--- config.mk ---
export PLATFORM = sky130hd
export DESIGN_NAME = zports
export DESIGN_NICKNAME = d
export VERILOG_FILES = /design/src/source/zports_pkg.sv /design/src/source/config_regs.sv /design/src/source/io_strobe_sync.sv /design/src/source/paging_regs.sv /design/src/source/port_decoder.sv /design/src/source/read_mux.sv /design/src/source/ulaplus_ctrl.sv /design/src/source/zports.sv
export SDC_FILE = /design/constraint.sdc
export NUM_CORES = 1
export LEC_CHECK = 0
export ABC_AREA = 1
export BUFFER_PORTS_ARGS = -buffer_cell sky130_fd_sc_hd__buf_2
export CAP_MARGIN = 10
export CORE_MARGIN = 4
export CORE_UTILIZATION = 26
export DETAILED_ROUTE_END_ITERATION = 10
export SYNTH_ARGS = -nofsm -noshare
export SYNTH_HDL_FRONTEND = slang
export SYNTH_HIERARCHICAL = 1
export SYNTH_SLANG_ARGS = --single-unit
export TNS_END_PERCENT = 5
--- constraint.sdc ---
create_clock -name fclk -period 2.5 [get_ports fclk]
set_clock_uncertainty 0.05 [all_clocks]
set_input_delay 0.5 -clock fclk [delete_from_list [all_inputs] [get_ports fclk]]
set_output_delay 0.5 -clock fclk [all_outputs]
set_load 0.1 [all_outputs]
--- src/source/zports_pkg.sv ---
/*
 * zports shared definitions
 * port addresses, bd readback selectors, decoded port kinds and bus structs
 */
`default_nettype none

package zports_pkg;

	////////////////////////////////////////////////////////////
	// low address bytes of the ports handled here
	////////////////////////////////////////////////////////////
	localparam logic [7:0] PORT_FE = 8'hFE; // border, beeper, keyboard
	localparam logic [7:0] PORT_F6 = 8'hF6; // FE alias
	localparam logic [7:0] PORT_FC = 8'hFC; // FE alias, 7FFD alias with a15 low
	localparam logic [7:0] PORT_FD = 8'hFD; // 7FFD, AY ports when a15 high
	localparam logic [7:0] PORT_F7 = 8'hF7; // EFF7
	localparam logic [7:0] PORT_BF = 8'hBF; // config
	localparam logic [7:0] PORT_BE = 8'hBE; // readback, nmi end
	localparam logic [7:0] PORT_BD = 8'hBD; // readback, breakpoint write
	localparam logic [7:0] PORT_FB = 8'hFB; // covox
	localparam logic [7:0] PORT_3B = 8'h3B; // ULAplus

	// xxBD/xxBE selector, taken from a[12:8]
	typedef enum logic [4:0] {
		BD_P7FFD  = 5'h0A,
		BD_PEFF7  = 5'h0B,
		BD_BORDER = 5'h0F,
		BD_LOBRK  = 5'h10,
		BD_HIBRK  = 5'h11
	} bd_sel_e;

	// decoded port, shadow aliasing already resolved
	typedef enum logic [3:0] {
		PK_NONE,
		PK_FE,
		PK_F6FC,
		PK_7FFD,
		PK_EFF7,
		PK_BF,
		PK_BE,
		PK_BD,
		PK_COVOX,
		PK_UP_REG,
		PK_UP_DATA
	} port_kind_e;

	typedef enum logic {
		UP_PALETTE,
		UP_MODE
	} up_state_e;

	// one decoded I/O write as seen by the register blocks
	typedef struct packed {
		port_kind_e kind;
		logic [7:0] addr_hi; // a[15:8]
		logic       lo_a3;   // a[3], border bright bit
		logic [7:0] data;
		logic       wr;      // one fclk cycle
	} port_access_t;

	typedef struct packed {
		logic [7:0] p7ffd;      // effective, masked under block1m
		logic [7:0] peff7;      // effective
		logic [7:0] p7ffd_raw;  // as written, for readback
		logic [7:0] peff7_raw;
		logic [5:0] pent1m_page;
		logic       pent1m_rom;
		logic       pent1m_1m_on;
		logic       pent1m_ram0_0;
	} paging_t;

	// bit order matches xxBF data bits 5..0
	typedef struct packed {
		logic pal444_ena;
		logic brk_ena;
		logic set_nmi;
		logic fntw_en;
		logic romrw_en;
		logic shadow_en;
	} config_t;

endpackage

`default_nettype wire

--- src/source/config_regs.sv ---
/*
 * xxBF configuration, border colour and breakpoint address
 * plus beeper, covox and nmi clear strobes
 */
`default_nettype none

module config_regs (
	input  logic                     fclk,
	input  logic                     rst_n,
	input  zports_pkg::port_access_t acc,
	output zports_pkg::config_t      cfg,
	output logic [3:0]               border,
	output logic [15:0]              brk_addr,
	output logic                     beeper_wr,
	output logic                     covox_wr,
	output logic                     clr_nmi
);
	import zports_pkg::*;

	bd_sel_e bd_sel;

	assign bd_sel = bd_sel_e'(acc.addr_hi[4:0]); // a[12:8]

	always_ff @(posedge fclk, negedge rst_n)
	begin
		if (!rst_n)
		begin
			cfg      <= '0;
			border   <= 4'h0;
			brk_addr <= 16'h0000;
		end
		else if (acc.wr)
		begin
			if (acc.kind == PK_BF)
				cfg <= config_t'(acc.data[5:0]);
			if (acc.kind == PK_FE || acc.kind == PK_F6FC)
				border <= {~acc.lo_a3, acc.data[2:0]}; // a3 low gives bright
			if (acc.kind == PK_BD)
			begin
				// a8 picks the byte
				if (bd_sel == BD_LOBRK)
					brk_addr[7:0] <= acc.data;
				else if (bd_sel == BD_HIBRK)
					brk_addr[15:8] <= acc.data;
			end
		end
	end

	assign beeper_wr = acc.wr && acc.kind == PK_FE; // not on F6/FC
	assign covox_wr  = acc.wr && acc.kind == PK_COVOX;
	assign clr_nmi   = acc.wr && acc.kind == PK_BE;

endmodule

`default_nettype wire

--- src/source/io_strobe_sync.sv ---
/*
 * Z80 I/O request sampler, makes one-cycle fclk read and write strobes
 */
`default_nettype none

module io_strobe_sync (
	input  logic fclk,
	input  logic rst_n,
	input  logic iorq_n,
	input  logic rd_n,
	input  logic wr_n,
	output logic wr_stb,
	output logic rd_stb
);

	logic [1:0] wr_hist; // [0] newest sample
	logic [1:0] rd_hist;

	always_ff @(posedge fclk, negedge rst_n)
	begin
		if (!rst_n)
		begin
			wr_hist <= 2'b00;
			rd_hist <= 2'b00;
			wr_stb  <= 1'b0;
			rd_stb  <= 1'b0;
		end
		else
		begin
			wr_hist <= {wr_hist[0], ~(iorq_n | wr_n)};
			rd_hist <= {rd_hist[0], ~(iorq_n | rd_n)};
			wr_stb  <= wr_hist[0] & ~wr_hist[1]; // rising edge of request
			rd_stb  <= rd_hist[0] & ~rd_hist[1];
		end
	end

endmodule

`default_nettype wire

--- src/source/paging_regs.sv ---
/*
 * 7FFD and EFF7 memory paging registers with 1M lock and derived page outputs
 */
`default_nettype none

module paging_regs (
	input  logic                     fclk,
	input  logic                     rst_n,
	input  zports_pkg::port_access_t acc,
	output zports_pkg::paging_t      paging
);
	import zports_pkg::*;

	logic [7:0] p7ffd_q; // 2..0 page, 3 screen, 4 rom, 5 lock48, 7..6 high page
	logic [7:0] peff7_q; // 0 p16c, 2 block1m, 3 ram0, 4 turbo off
	logic       block1m;
	logic       block7ffd;

	assign block1m   = peff7_q[2];
	assign block7ffd = p7ffd_q[5] & block1m; // 48k lock only in 128k mode

	always_ff @(posedge fclk, negedge rst_n)
	begin
		if (!rst_n)
		begin
			p7ffd_q <= 8'h00;
			peff7_q <= 8'h00;
		end
		else if (acc.wr)
		begin
			if (acc.kind == PK_7FFD && !block7ffd)
				p7ffd_q <= acc.data;
			if (acc.kind == PK_EFF7)
				peff7_q <= acc.data;
		end
	end

	////////////////////////////////////////////////////////////
	// derived outputs
	////////////////////////////////////////////////////////////
	always_comb
	begin
		paging.p7ffd     = {(block1m ? 3'b000 : p7ffd_q[7:5]), p7ffd_q[4:0]};
		paging.peff7     = block1m ? (peff7_q & 8'b1011_0001) : peff7_q; // keep 7,5,4,0
		paging.p7ffd_raw = p7ffd_q;
		paging.peff7_raw = peff7_q;

		paging.pent1m_page   = {p7ffd_q[7:5], p7ffd_q[2:0]};
		paging.pent1m_rom    = p7ffd_q[4];
		paging.pent1m_1m_on  = ~block1m;
		paging.pent1m_ram0_0 = peff7_q[3];
	end

endmodule

`default_nettype wire

--- src/source/port_decoder.sv ---
/*
 * low address byte decoder
 * resolves shadow aliasing into a port kind, flags internal and external hits
 */
`default_nettype none

module port_decoder (
	input  logic [15:0]            addr,
	input  logic                   dos,
	input  logic                   shadow_en,
	output zports_pkg::port_kind_e port_kind,
	output logic                   porthit,
	output logic                   external_port
);
	import zports_pkg::*;

	logic       shadow;
	logic [7:0] loa;

	assign shadow = dos | shadow_en;
	assign loa    = addr[7:0];

	always_comb
	begin
		port_kind = PK_NONE;
		porthit   = 1'b1; // most listed ports hit
		case (loa)
			PORT_FE: port_kind = PK_FE;
			PORT_F6: port_kind = PK_F6FC;
			PORT_FC: port_kind = addr[15] ? PK_F6FC : PK_7FFD;
			PORT_FD: port_kind = addr[15] ? PK_NONE : PK_7FFD; // BFFD/FFFD go outside
			PORT_F7:
			begin
				// shadow form xEF7 never reaches the register
				if (!shadow && addr[8] && !addr[12])
					port_kind = PK_EFF7;
				porthit = !shadow;
			end
			PORT_BF: port_kind = PK_BF;
			PORT_BE: port_kind = PK_BE;
			PORT_BD: port_kind = PK_BD;
			PORT_3B: port_kind = addr[14] ? PK_UP_DATA : PK_UP_REG;
			PORT_FB:
			begin
				port_kind = PK_COVOX;
				porthit   = 1'b0; // write-only, bus left to others
			end
			default: porthit = 1'b0;
		endcase
	end

	// AY register/data ports
	assign external_port = (loa == PORT_FD) && addr[15];

endmodule

`default_nettype wire

--- src/source/read_mux.sv ---
/*
 * read data selection for the internal ports and xxBD/xxBE readback
 */
`default_nettype none

module read_mux (
	input  logic [15:0]            addr,
	input  zports_pkg::port_kind_e port_kind,
	input  zports_pkg::paging_t    paging,
	input  zports_pkg::config_t    cfg,
	input  logic [3:0]             border,
	input  logic [15:0]            brk_addr,
	input  logic [7:0]             up_lastwritten,
	input  logic [4:0]             keys_in,
	input  logic                   tape_read,
	output logic [7:0]             dout
);
	import zports_pkg::*;

	bd_sel_e    bd_sel;
	logic [7:0] bd_data;
	logic [7:0] fe_data;

	assign bd_sel  = bd_sel_e'(addr[12:8]);
	assign fe_data = {1'b1, tape_read, 1'b0, keys_in};

	// register readback, raw values
	always_comb
	begin
		case (bd_sel)
			BD_P7FFD:  bd_data = paging.p7ffd_raw;
			BD_PEFF7:  bd_data = paging.peff7_raw;
			BD_BORDER: bd_data = {4'h0, border};
			BD_LOBRK:  bd_data = brk_addr[7:0];
			BD_HIBRK:  bd_data = brk_addr[15:8];
			default:   bd_data = 8'hFF;
		endcase
	end

	always_comb
	begin
		case (port_kind)
			PK_FE:                 dout = fe_data;
			PK_F6FC:               dout = (addr[7:0] == PORT_F6) ? fe_data : 8'hFF; // FC floats
			PK_BF:                 dout = {2'b00, cfg};
			PK_BD, PK_BE:          dout = bd_data;
			PK_UP_REG, PK_UP_DATA: dout = up_lastwritten;
			default:               dout = 8'hFF;
		endcase
	end

endmodule

`default_nettype wire

--- src/source/ulaplus_ctrl.sv ---
/*
 * ULAplus controller, register port selects palette or mode group
 */
`default_nettype none

module ulaplus_ctrl (
	input  logic                     fclk,
	input  logic                     rst_n,
	input  zports_pkg::port_access_t acc,
	output logic                     up_ena,
	output logic [5:0]               up_paladdr,
	output logic [7:0]               up_paldata,
	output logic                     up_palwr,
	output logic [7:0]               up_lastwritten
);
	import zports_pkg::*;

	up_state_e state;
	logic      reg_wr;
	logic      data_wr;

	assign reg_wr  = acc.wr && acc.kind == PK_UP_REG;  // BF3B
	assign data_wr = acc.wr && acc.kind == PK_UP_DATA; // FF3B

	////////////////////////////////////////////////////////////
	// group select FSM and enable
	////////////////////////////////////////////////////////////
	always_ff @(posedge fclk, negedge rst_n)
	begin
		if (!rst_n)
		begin
			state  <= UP_PALETTE;
			up_ena <= 1'b0;
		end
		else
		begin
			if (reg_wr && acc.data[7:6] == 2'b01)
				state <= UP_MODE;
			else if (reg_wr && acc.data[7:6] == 2'b00)
				state <= UP_PALETTE;

			if (data_wr && state == UP_MODE)
				up_ena <= acc.data[0];
		end
	end

	always_ff @(posedge fclk)
	begin
		if (reg_wr && acc.data[7:6] == 2'b00)
			up_paladdr <= acc.data[5:0];
		if (data_wr)
			up_lastwritten <= acc.data;
	end

	assign up_palwr   = data_wr && state == UP_PALETTE;
	assign up_paldata = {acc.data[4:2], acc.data[7:5], acc.data[1:0]}; // G3R3B2 to R3G3B2

endmodule

`default_nettype wire

--- src/source/zports.sv ---
/*
 * I/O port block top, all on fclk
 */
`default_nettype none

module zports (
	input  logic                fclk,
	input  logic                rst_n,
	input  logic [15:0]         addr,
	input  logic [7:0]          din,
	input  logic                iorq_n,
	input  logic                rd_n,
	input  logic                wr_n,
	input  logic                dos,
	input  logic [4:0]          keys_in,
	input  logic                tape_read,
	output logic [7:0]          dout,
	output logic                dataout,
	output logic                porthit,
	output logic                external_port,
	output zports_pkg::paging_t paging,
	output zports_pkg::config_t cfg,
	output logic [3:0]          border,
	output logic [15:0]         brk_addr,
	output logic                beeper_wr,
	output logic                covox_wr,
	output logic                clr_nmi,
	output logic                up_ena,
	output logic [5:0]          up_paladdr,
	output logic [7:0]          up_paldata,
	output logic                up_palwr
);
	import zports_pkg::*;

	logic         wr_stb;
	port_kind_e   port_kind;
	port_access_t acc;
	logic [7:0]   up_lastwritten;

	io_strobe_sync i_io_strobe_sync (
		.fclk   (fclk),
		.rst_n  (rst_n),
		.iorq_n (iorq_n),
		.rd_n   (rd_n),
		.wr_n   (wr_n),
		.wr_stb (wr_stb),
		.rd_stb () // no read side effects on kept ports
	);

	port_decoder i_port_decoder (
		.addr          (addr),
		.dos           (dos),
		.shadow_en     (cfg.shadow_en),
		.port_kind     (port_kind),
		.porthit       (porthit),
		.external_port (external_port)
	);

	assign acc = '{kind: port_kind, addr_hi: addr[15:8], lo_a3: addr[3], data: din, wr: wr_stb};

	paging_regs i_paging_regs (
		.fclk   (fclk),
		.rst_n  (rst_n),
		.acc    (acc),
		.paging (paging)
	);

	config_regs i_config_regs (
		.fclk      (fclk),
		.rst_n     (rst_n),
		.acc       (acc),
		.cfg       (cfg),
		.border    (border),
		.brk_addr  (brk_addr),
		.beeper_wr (beeper_wr),
		.covox_wr  (covox_wr),
		.clr_nmi   (clr_nmi)
	);

	ulaplus_ctrl i_ulaplus_ctrl (
		.fclk           (fclk),
		.rst_n          (rst_n),
		.acc            (acc),
		.up_ena         (up_ena),
		.up_paladdr     (up_paladdr),
		.up_paldata     (up_paldata),
		.up_palwr       (up_palwr),
		.up_lastwritten (up_lastwritten)
	);

	read_mux i_read_mux (
		.addr           (addr),
		.port_kind      (port_kind),
		.paging         (paging),
		.cfg            (cfg),
		.border         (border),
		.brk_addr       (brk_addr),
		.up_lastwritten (up_lastwritten),
		.keys_in        (keys_in),
		.tape_read      (tape_read),
		.dout           (dout)
	);

	// drive Z80 data bus only for our own reads
	assign dataout = porthit & ~iorq_n & ~rd_n & ~external_port;

endmodule

`default_nettype wire

# Word level (Yosys, flattened, before mapping)
# Cells that the tools add are included.
# word_totals
word_cells	100
out_inout_bits	97
in_bits	36
reg_bits	61
# op_classes
n_reduce_logical	28
n_bitwise	16
muxes	13
n_eq_ne	26
# op_table
operator	count
$pmux W8 S5	2
$eq A8 B8 Y1 const B	9
$pmux W4 S10	1
$eq A4 B3 Y1 const B	4
$eq A5 B4 Y1 const B	3
$mux W7	2
$logic_and A1 B1 Y1	13
$eq A4 B4 Y1 const B	3
$eq A5 B5 Y1 const B	2
$not A1 Y1	9
$eq A4 B2 Y1 const B	2
$eq A8 B6 Y1 const B	1
$reduce_and A2 Y1	4
$reduce_or A8 Y1	1
$mux W3	2
$and A1 B1 Y1	5
$eq A4 B1 Y1 const B	1
$mux W2	2
$reduce_and A4 Y1	1
$reduce_or A2 Y1	2
$logic_not A1 Y1	3
$mux W1	3
$reduce_and A3 Y1	1
$eq A2 B1 Y1 const B	1
5 further kinds	6

# Logic depth before layout (Yosys ltp)
# Gate-level depths: netlist (run 1).
# depth
depth_word	11
depth_mapped	16
ltp_nobuf	16

# By module
# Netlist (run 1), hierarchy kept.
# modules_own_cells
mod	seq_area_each_um2	area_each_um2	cells_each	n_inst
config_regs	650.6	1139.8	130	1
paging_regs	400.4	929.6	108	1
read_mux	0.0	798.3	183	1
ulaplus_ctrl	470.5	625.6	45	1
port_decoder	0.0	272.8	61	1
io_strobe_sync	150.1	177.7	12	1
zports	0.0	22.5	6	1

# Least setup slack after synthesis (run 1)
# OpenSTA, ideal clock, no wires.
# synth_path
path_kind	reg2out
start	register i_config_regs/cfg[0] (netlist name)
end	output port beeper_wr
slack_ns	-2.454
stages_incl_launch_ff	6
path_buffers	0
t_arrival_ns	4.404
required_ns	1.950
path_cell_list	dfrtp_1 -> or2_2 -> nor2_1 -> nand2_1 -> nand2_1 -> nor4_1
# synth_between
elab_chain_cells	8
# synth_rtl
item	line	text
$or A1 B1 Y1	port_decoder.sv:20	assign shadow = dos | shadow_en;
$logic_not A1 Y1	port_decoder.sv:35	if (!shadow && addr[8] && !addr[12])
$logic_and A1 B1 Y1 (2 in a row)	port_decoder.sv:35	
$mux W3	port_decoder.sv:35	
$pmux W4 S10	port_decoder.sv:27	case (loa)
named net port_kind[2]	zports.sv:36	port_kind_e port_kind;
$eq A4 B1 Y1	config_regs.sv:49	assign beeper_wr = acc.wr && acc.kind == PK_FE;
$logic_and A1 B1 Y1	config_regs.sv:49	
end: declaration	zports.sv:25	output logic beeper_wr,
# The timed path passes the listed nets, and every way through them passes these cells.

# Worst setup path in the final report (run 1)
# layout_path
start	register i_config_regs/cfg[0] (netlist name)
end	output port dout[6]
# layout_between
elab_chain_cells	9
word_cells_on_any_way	16
classes_between	7 x eq/ne; 3 x mux; 1 x bitwise; 5 x reduce/logical
# layout_rtl
item	line	text
$or A1 B1 Y1 (*)	port_decoder.sv:20	
$logic_not A1 Y1 (*)	port_decoder.sv:35	
$logic_and A1 B1 Y1 (*) (2 in a row)	port_decoder.sv:35	
$mux W3 (*)	port_decoder.sv:35	
$pmux W4 S10 (*)	port_decoder.sv:27	
named net port_kind[2]	zports.sv:36	
$eq A4 B4 Y1 or $eq A4 B3 Y1 (tied branches)	read_mux.sv:42	case (port_kind)
$reduce_or A2 Y1	read_mux.sv:42	
$pmux W8 S5 (*)	read_mux.sv:42	
end: declaration	zports.sv:17	output logic [7:0] dout,
# The timed path passes the listed nets; every way through them passes the cells marked *.

==> out/results.txt, run 1 <==
Initial DRC count: 241
Worst skew pair latency: 0.32 ns
# setup viols final: 12
Post-layout net count: 731
DRC: 0
Design area: 5760 µm²
RSZ-0062 raised after global routing: true
Crit path time final: 2.78 ns
Leakage power: 2.96 nW
Fillers: 1480
Rows: 44
Worst Tran Pin Value: 0.521 ns
Inserted Diodes: 0
Post-Syn Nets: 575
Outcome: finished, violations left
WL/cell: 15.3 µm
CTS Buffer Depth: 2
Vias: 4004
Pre-CTS setup slack: -0.482 ns
Starting density of the core: 26.6%
Clk sinks: 61
Area grow syn2layout: 48.6%
Cts bufs inserted: 9
CP Data Required Time: 1.95 ns
H-tree levels: 3
Setup CP Type: reg -> out
Vias in the first global route: 3776
Die H: 130 µm
Die area: 16900 µm²
ANT nets after route: 0
GR Util All Layers: 16.0%
Final WS setup: -0.285 ns
Root Buffer: clkbuf_16
Vias per cell: 4.53
First-pass GRT wire length: 20700 µm
I/O Buffers: 130
Crit path max fanout: 7
Synthesized area: 3880 µm²
CP endpoint kind: primary output
Max Fclk: 0.359 GHz
Avg Synthesized Cell Area: 7.19 µm²
Share of cells above drive strength 1: 41.4%
Die width: 130 µm
Worst-path clk slew: 0.05 ns
Max cap viols: 0
Final wirelength: 13500 µm
Congestion Overflow GR: 0
TritonRoute pass-1 iters: 4
Final Hold Viols: 0
Gate Count Post-Synth: 539
Core area: 14600 µm²
Initial antenna violation count: 0
Startpoint types: flip-flop
Failing checks: setup timing
Critical Path AT: 2.23 ns
Peak VDD IR: 298 µV
Post-cts hold buffer count: 0
Setup TNS: -2.62 ns
Placed cell area: 5210 µm²
Period utilization: 111%
Io pins: 133
Gpl congestion: 0.869
Synth warnings: 6
Final max-slew violation count: 0
Min-delay worst type: in -> async
CTS tree: done
Hold_ws: 0.0249 ns
PD cells: 488 nW/µm²
Slew headroom: 65.5%
Largest net degree at the start of global routing: 20
Detailed Place HPWL: 10300 µm
[cells in the final DEF (no fill, tap or decap), types with 2 or more instances in the layout]
cell,n
buf_4,47
buf_2,113
nand2_4,12
nand3_2,3
clkinv_2,3
nand4_1,24
buf_12,15
nor2_2,15
inv_1,44
nor2_4,18
nand3_1,50
nor4_4,2
nor3_4,2
nor2_1,42
dfrtp_1,46
nand2_1,165
nor3b_1,6
nand3_4,9
clkbuf_16,9
nor3_1,3
o21ai_0,7
edfxtp_1,14
nand2_2,27
inv_2,5
clkbuf_1,4
[power breakdown]
part           switching (mW)  internal, mW
registers              0.0242          1.04
logic                   0.505         0.128
clock network           0.418         0.695
total                   0.947          1.87
[routing by layer]
metal / global-route usage, % / vias up / wire length, µm
li1: - / 2019 / -
met1: 21.5 / 1847 / 5880
met2: 25.7 / 123 / 6340
met3: 3.68 / 15 / 1100
met4: 4.52 / 0 / 162
met5: 0 / - / 0
[per-stage QoR]
step | std cells | utilization (%) | power (mW)
global route | 884 | 39.5 | 2.94
detailed placement | 865 | 35.7 | 1.70
CTS | 883 | 38.9 | 2.84
finish | 884 | 39.5 | 2.81
global placement | 865 | 35.7 | 1.70
floorplan | 539 | - | 1.52
[timing repair]
item | 4_1_cts | 5_1_grt
setup endpoints to repair | 13 | 13
cloned | 0 | 0
setup buffers | 2 | 1
resized for setup | 49 | 26
pin swaps | 20 | 21
[worst paths after layout]
path / startpoint / end / slack [ns] / cells past startpoint
worst max-delay path: i_config_regs/cfg[0]$_DFFE_PN0P_ / dout[6] / -0.28 / 12
worst min register to register: i_io_strobe_sync/wr_hist[0]$_DFF_PN0_ / i_io_strobe_sync/wr_hist[1]$_DFF_PN0_ / 0.32 / 0
worst max register to register: i_config_regs/cfg[0]$_DFFE_PN0P_ / i_config_regs/brk_addr[5]$_DFFE_PN0P_ / 0.26 / 12
max in group asynchronous: rst_n / i_paging_regs/peff7_q[5]$_DFFE_PN0P_ / 1.78 / 2
worst min-delay path: rst_n / i_config_regs/brk_addr[6]$_DFFE_PN0P_ / 0.02 / 1
min in group fclk: wr_n / i_io_strobe_sync/wr_hist[0]$_DFF_PN0_ / 0.27 / 2
[critical path, cell delays in order, from the launching register on]
cell and delay, ns:
dfrtp_4 0.47, or2_4 0.24, nor2_4 0.12, nand2_1 0.07, nand2_2 0.09, buf_4 0.12
nor3_1 0.05, o21ai_1 0.11, buf_6 0.19, nand2_1 0.08, nor2_2 0.14, nand2_4 0.07
buf_12 0.16
[final cells by class]
| class | count | area, µm² | area share (%) |
|---|---|---|---|
| clock buffers | 14 | 254 | 4.41 |
| clock inverters | 2 | 10.0 | 0.174 |
| inverters | 51 | 195 | 3.39 |
| multi-input cells | 395 | 2230 | 38.7 |
| flip-flops and latches | 61 | 1600 | 27.8 |
| well taps | 184 | 230 | 4.00 |
| repair buffers | 177 | 1240 | 21.6 |
[flip-flops by register name, summed over array words and instances (netlist names)]
signal and flops:
i_config_regs/brk_addr 16, i_paging_regs/p7ffd_q 8, i_paging_regs/peff7_q 8, i_ulaplus_ctrl/up_lastwritten 8, i_config_regs/cfg 6, i_ulaplus_ctrl/up_paladdr 6, i_config_regs/border 4, i_io_strobe_sync/wr_hist 2
i_io_strobe_sync/wr_stb 1, i_ulaplus_ctrl/state 1, i_ulaplus_ctrl/up_ena 1
Note: power is estimated with default switching activity, not from simulation.
==> run 2, diff against run 1 <==
CORE_ASPECT_RATIO = 0.6   (was unset)
RECOVER_POWER = 25   (was unset)
==> out/results.txt, run 2 (synthesis gave the netlist of run 1 again) <==
Max reg flops: 16
Gpl congestion: 0.904
R2R cell count: 12
Starting density of the core: 26.7%
CP endpoint kind: primary output
Worst-path clk slew: 0.06 ns
I/O Buffers: 130
Slew headroom: 18.1%
Peak VDD IR: 296 µV
Share of cells above drive strength 1: 39.9%
Cts bufs inserted: 9
Crit path max fanout: 8
Die H: 103 µm
Area grow syn2layout: 49.1%
First-pass GRT wire length: 22700 µm
Reg-to-Reg End: i_config_regs/brk_addr[4]$_DFFE_PN0P_
Min-delay worst type: in -> reg
Post-cts hold buffer count: 0
Met3 usage: 5.36%
Most common cell after layout, fill and taps aside: nand2_1
ANT nets after route: 0
GRT busiest layer: met1
Detailed Place HPWL: 11300 µm
Pre-CTS setup slack: -0.477 ns
Root Buffer: clkbuf_16
Area of the multi-input gates: 2230 µm²
Largest net degree at the start of global routing: 30
CP Data Required Time: 1.95 ns
CP startpoint: i_config_regs/cfg[0]$_DFFE_PN0P_
GR Util All Layers: 17.4%
RSZ-0062 raised after global routing: true
Vias per cell: 4.61
Leakage power: 2.93 nW
Initial antenna violation count: 1
Post-layout net count: 728
Critical Path AT: 2.27 ns
PD cells: 511 nW/µm²
Initial DRC count: 325
Period utilization: 113%
Die area: 17000 µm²
Final Core Density: 39.7%
TritonRoute pass-1 iters: 5
Hold_ws: 0.255 ns
CTS Buffer Depth: 2
Congestion Overflow GR: 0
Worst setup path endpoint: dout[1]
Inserted Diodes: 0
GRT met2 Usage: 23.2%
R2R Setup Slk: 0.26 ns
Crit path time final: 2.82 ns
Final wirelength: 14800 µm
Commonest cells after routing, fill and taps aside: nand2_1 (167), buf_2 (107), nand3_1 (52)
Failing checks: setup timing
Max Fclk: 0.354 GHz
Core area: 14500 µm²
Startpoint types: flip-flop
Rows: 34
Worst r2r src: i_config_regs/cfg[0]$_DFFE_PN0P_
Vias in the first global route: 3903
Total power: 2.96 mW
Met1 usage: 26.9%
H-tree levels: 3
Die width: 166 µm
Setup CP Type: reg -> out
Vias: 4122
WL/cell: 16.5 µm
Final max-slew violation count: 0
Worst skew pair latency: 0.33 ns
Final WS setup: -0.323 ns
Fillers: 1488
Outcome: finished, violations left
DRC: 0
Worst Tran Pin Value: 1.23 ns
Clk sinks: 61
Io pins: 133
CTS tree: done
Max cap viols: 0
Final Hold Viols: 0
Reg area: 1600 µm²
# setup viols final: 12
Register with the most flip-flops: i_config_regs/brk_addr
## run 2: worst min-delay path by stage
stage                                                     start  depth (start not counted)                                    end  slack, ns
final                                                      wr_n                          2  i_io_strobe_sync/wr_hist[0]$_DFF_PN0_       0.26
after floorplan                                           rst_n                          0    i_config_regs/border[0]$_DFFE_PN0P_       0.15
after global placement    i_io_strobe_sync/wr_hist[0]$_DFF_PN0_                          0  i_io_strobe_sync/wr_hist[1]$_DFF_PN0_       0.31
after detailed placement  i_io_strobe_sync/wr_hist[0]$_DFF_PN0_                          0  i_io_strobe_sync/wr_hist[1]$_DFF_PN0_       0.33
after CTS                                                 rst_n                          1  i_config_regs/brk_addr[1]$_DFFE_PN0P_       0.11
after global routing                                       wr_n                          2  i_io_strobe_sync/wr_hist[0]$_DFF_PN0_       0.26
## run 2: report_power, final
group	switching (mW)	total, mW	internal [mW]
Sequential	0.0279	1.07	1.04
Combinational	0.505	0.629	0.124
Clock	0.463	1.26	0.795
Total	0.996	2.96	1.96
## run 2: through the flow
stage,std cells,area [µm²],setup TNS (ns)
finish,895,5780,-2.89
global route,895,5780,-4.32
CTS,893,5760,-2.81
detailed placement,875,5200,-7.50
global placement,875,5200,-5.25
floorplan,539,4020,-6.43
## run 2: what timing repair did
action / in CTS / in global routing
pin swaps: 24 / 16
resized for setup: 64 / 14
buffers inserted: 2 / 2
setup endpoints to repair: 13 / 13
gates cloned: 1 / 0
## run 2: metal layers
layer,up-vias,share of wire [%],wire length (µm)
met4,2,0.76,112
met2,166,39,5760
li1,2012,-,-
met1,1931,52,7680
met3,11,8.3,1220
met5,-,0.088,13
## run 2: area by class of cell
type,count,share of cell area [%]
Sequential cell,61,27.7
Clock buffer,10,4.13
Timing Repair Buffer,173,20.8
Tap cell,198,4.29
Inverter,51,3.44
Clock inverter,6,1.06
Multi-Input combinational cell,396,38.5
## run 2: critical path, stage by stage, from the launching register on
cell and delay [ns]:
dfrtp_4 0.47, or2_4 0.25, nor2_4 0.12, nand2_2 0.06, nand2_2 0.09, inv_2 0.06
nor2_4 0.13, nand3_4 0.11, nand3_4 0.08, buf_12 0.15, nand3_4 0.09, nor2_4 0.11
nand2_4 0.06, buf_12 0.16
==> run 3, diff against run 2 <==
BUFFER_PORTS_ARGS = unset   (was -buffer_cell sky130_fd_sc_hd__buf_2)
CTS_CLUSTER_DIAMETER = 100   (was unset)
DONT_BUFFER_PORTS = 1   (was unset)
==> out/results.txt, run 3 (synthesis gave the netlist of run 1 again) <==
Period utilization: 111%
CP endpoint kind: primary output
Leakage power: 2.56 nW
I/O Buffers: 0
WL/cell: 17.8 µm
Die H: 103 µm
Min-delay worst type: in -> reg
Slowest CP cell: dfrtp_4
CTS Buffer Depth: 2
Io pins: 133
Critical Path AT: 2.23 ns
Cells after DPL: 797
Crit path top cell by count: nand2_2
Inserted Diodes: 0
DRC: 0
Slew headroom: 15.4%
Worst r2r src: i_config_regs/cfg[0]$_DFFE_PN0P_
Worst skew pair latency: 0.34 ns
Die area: 17000 µm²
Starting density of the core: 26.7%
Failing checks: setup timing
Setup TNS: -2.32 ns
Area grow syn2layout: 42.9%
GR Util All Layers: 17.1%
CP startpoint: i_config_regs/cfg[0]$_DFFE_PN0P_
Max stage delay on crit path: 0.48 ns
Clk sinks: 61
Worst path cell trace: or2_4, nor2_4, nand2_2, nand2_2, inv_2, nor2_4, nand2_2, buf_4, clkinvlp_4, nand2_2, nand2_2, buf_12
Commonest cells after routing, fill and taps aside: nand2_1 (154), buf_4 (81), nand3_1 (51)
Die width: 166 µm
CP bufs+invs: 4
Congestion Overflow GR: 0
CP top delay family: simple AND/OR/NAND/NOR gates
Vias: 3854
Final WS setup: -0.284 ns
Max reg flops: 16
TritonRoute pass-1 iters: 5
Final max-slew violation count: 0
Max cap viols: 0
Worst Tran Pin Value: 1.27 ns
RSZ-0062 raised after global routing: true
ANT nets after route: 0
Setup CP Type: reg -> out
Detailed Place HPWL: 11000 µm
Vias in the first global route: 3717
Hold_sp: wr_n
CTS tree: done
Share of cells above drive strength 1: 38.1%
Max Fclk: 0.359 GHz
Outcome: finished, violations left
Peak VDD IR: 352 µV
Register with the most flip-flops: i_config_regs/brk_addr
CP Data Required Time: 1.95 ns
Final Hold Viols: 0
Crit path max fanout: 8
H-tree levels: 3
PD cells: 526 nW/µm²
Hold_ws: 0.163 ns
Post-layout net count: 648
# setup viols final: 10
Rows: 34
Most common cell after layout, fill and taps aside: nand2_1
Core area: 14500 µm²
Initial DRC count: 326
Final wirelength: 14500 µm
Cts bufs inserted: 9
Fin cells: 815
Initial antenna violation count: 0
Crit path time final: 2.78 ns
First-pass GRT wire length: 22000 µm
Startpoint types: flip-flop
Largest net degree at the start of global routing: 48
Vias per cell: 4.73
Gpl congestion: 0.912
Root Buffer: clkbuf_16
Worst-path clk slew: 0.06 ns
-- run 3: cell type report --
class	count	area (µm²)
fillers	1488	9010
flip-flops and latches	61	1620
inverters	51	196
clock buffers	9	225
repair buffers	94	826
clock inverters	7	98.8
well taps	198	248
multi-input cells	395	2330
-- run 3: timing repair --
action / 4_1_cts / 5_1_grt
resized for setup: 48 / 42
gates cloned: 0 / 0
pin swaps: 19 / 18
setup buffers: 2 / 0
hold endpoints to repair: 47 / 0
setup endpoints to repair: 12 / 12
hold buffers: 2 / 0
-- run 3: report_power, final --
group / internal, mW / switching [mW] / leakage (nW)
Sequential: 1.04 / 0.0175 / 0.752
Combinational: 0.0934 / 0.409 / 1.65
Clock: 0.876 / 0.478 / 0.156
-- run 3: path summary, 6_finish.rpt --
| check | end | slack, ns | cells after the start |
|---|---|---|---|
| min in group asynchronous | i_config_regs/brk_addr[3]$_DFFE_PN0P_ | 0.90 | 2 |
| max | dout[7] | -0.28 | 12 |
| min | i_io_strobe_sync/wr_hist[0]$_DFF_PN0_ | 0.16 | 1 |
| max in group asynchronous | i_config_regs/cfg[0]$_DFFE_PN0P_ | 0.55 | 2 |
| max reg2reg | i_config_regs/brk_addr[14]$_DFFE_PN0P_ | 0.25 | 12 |
| min reg2reg | i_io_strobe_sync/wr_hist[1]$_DFF_PN0_ | 0.32 | 0 |
-- run 3: routing by layer --
| layer | vias up | track usage [%] | share of wire, % |
|---|---|---|---|
| li1 | 1851 | - | - |
| met1 | 1796 | 26.0 | 49 |
| met2 | 189 | 21.6 | 37 |
| met3 | 18 | 7.70 | 12 |
| met4 | 0 | 3.74 | 1.3 |
| met5 | - | 0 | 0 |
-- run 3: through the flow --
stage / area, µm² / util (%) / power (mW) / setup slack, ns
global placement: 4830 / 33.2 / 1.53 / -0.236
CTS: 5430 / 37.3 / 2.95 / -0.325
detailed placement: 4830 / 33.2 / 1.54 / -0.306
finish: 5540 / 38.1 / 2.92 / -0.284
global route: 5540 / 38.1 / 3.02 / -0.379
floorplan: 4020 / - / 1.52 / -0.406
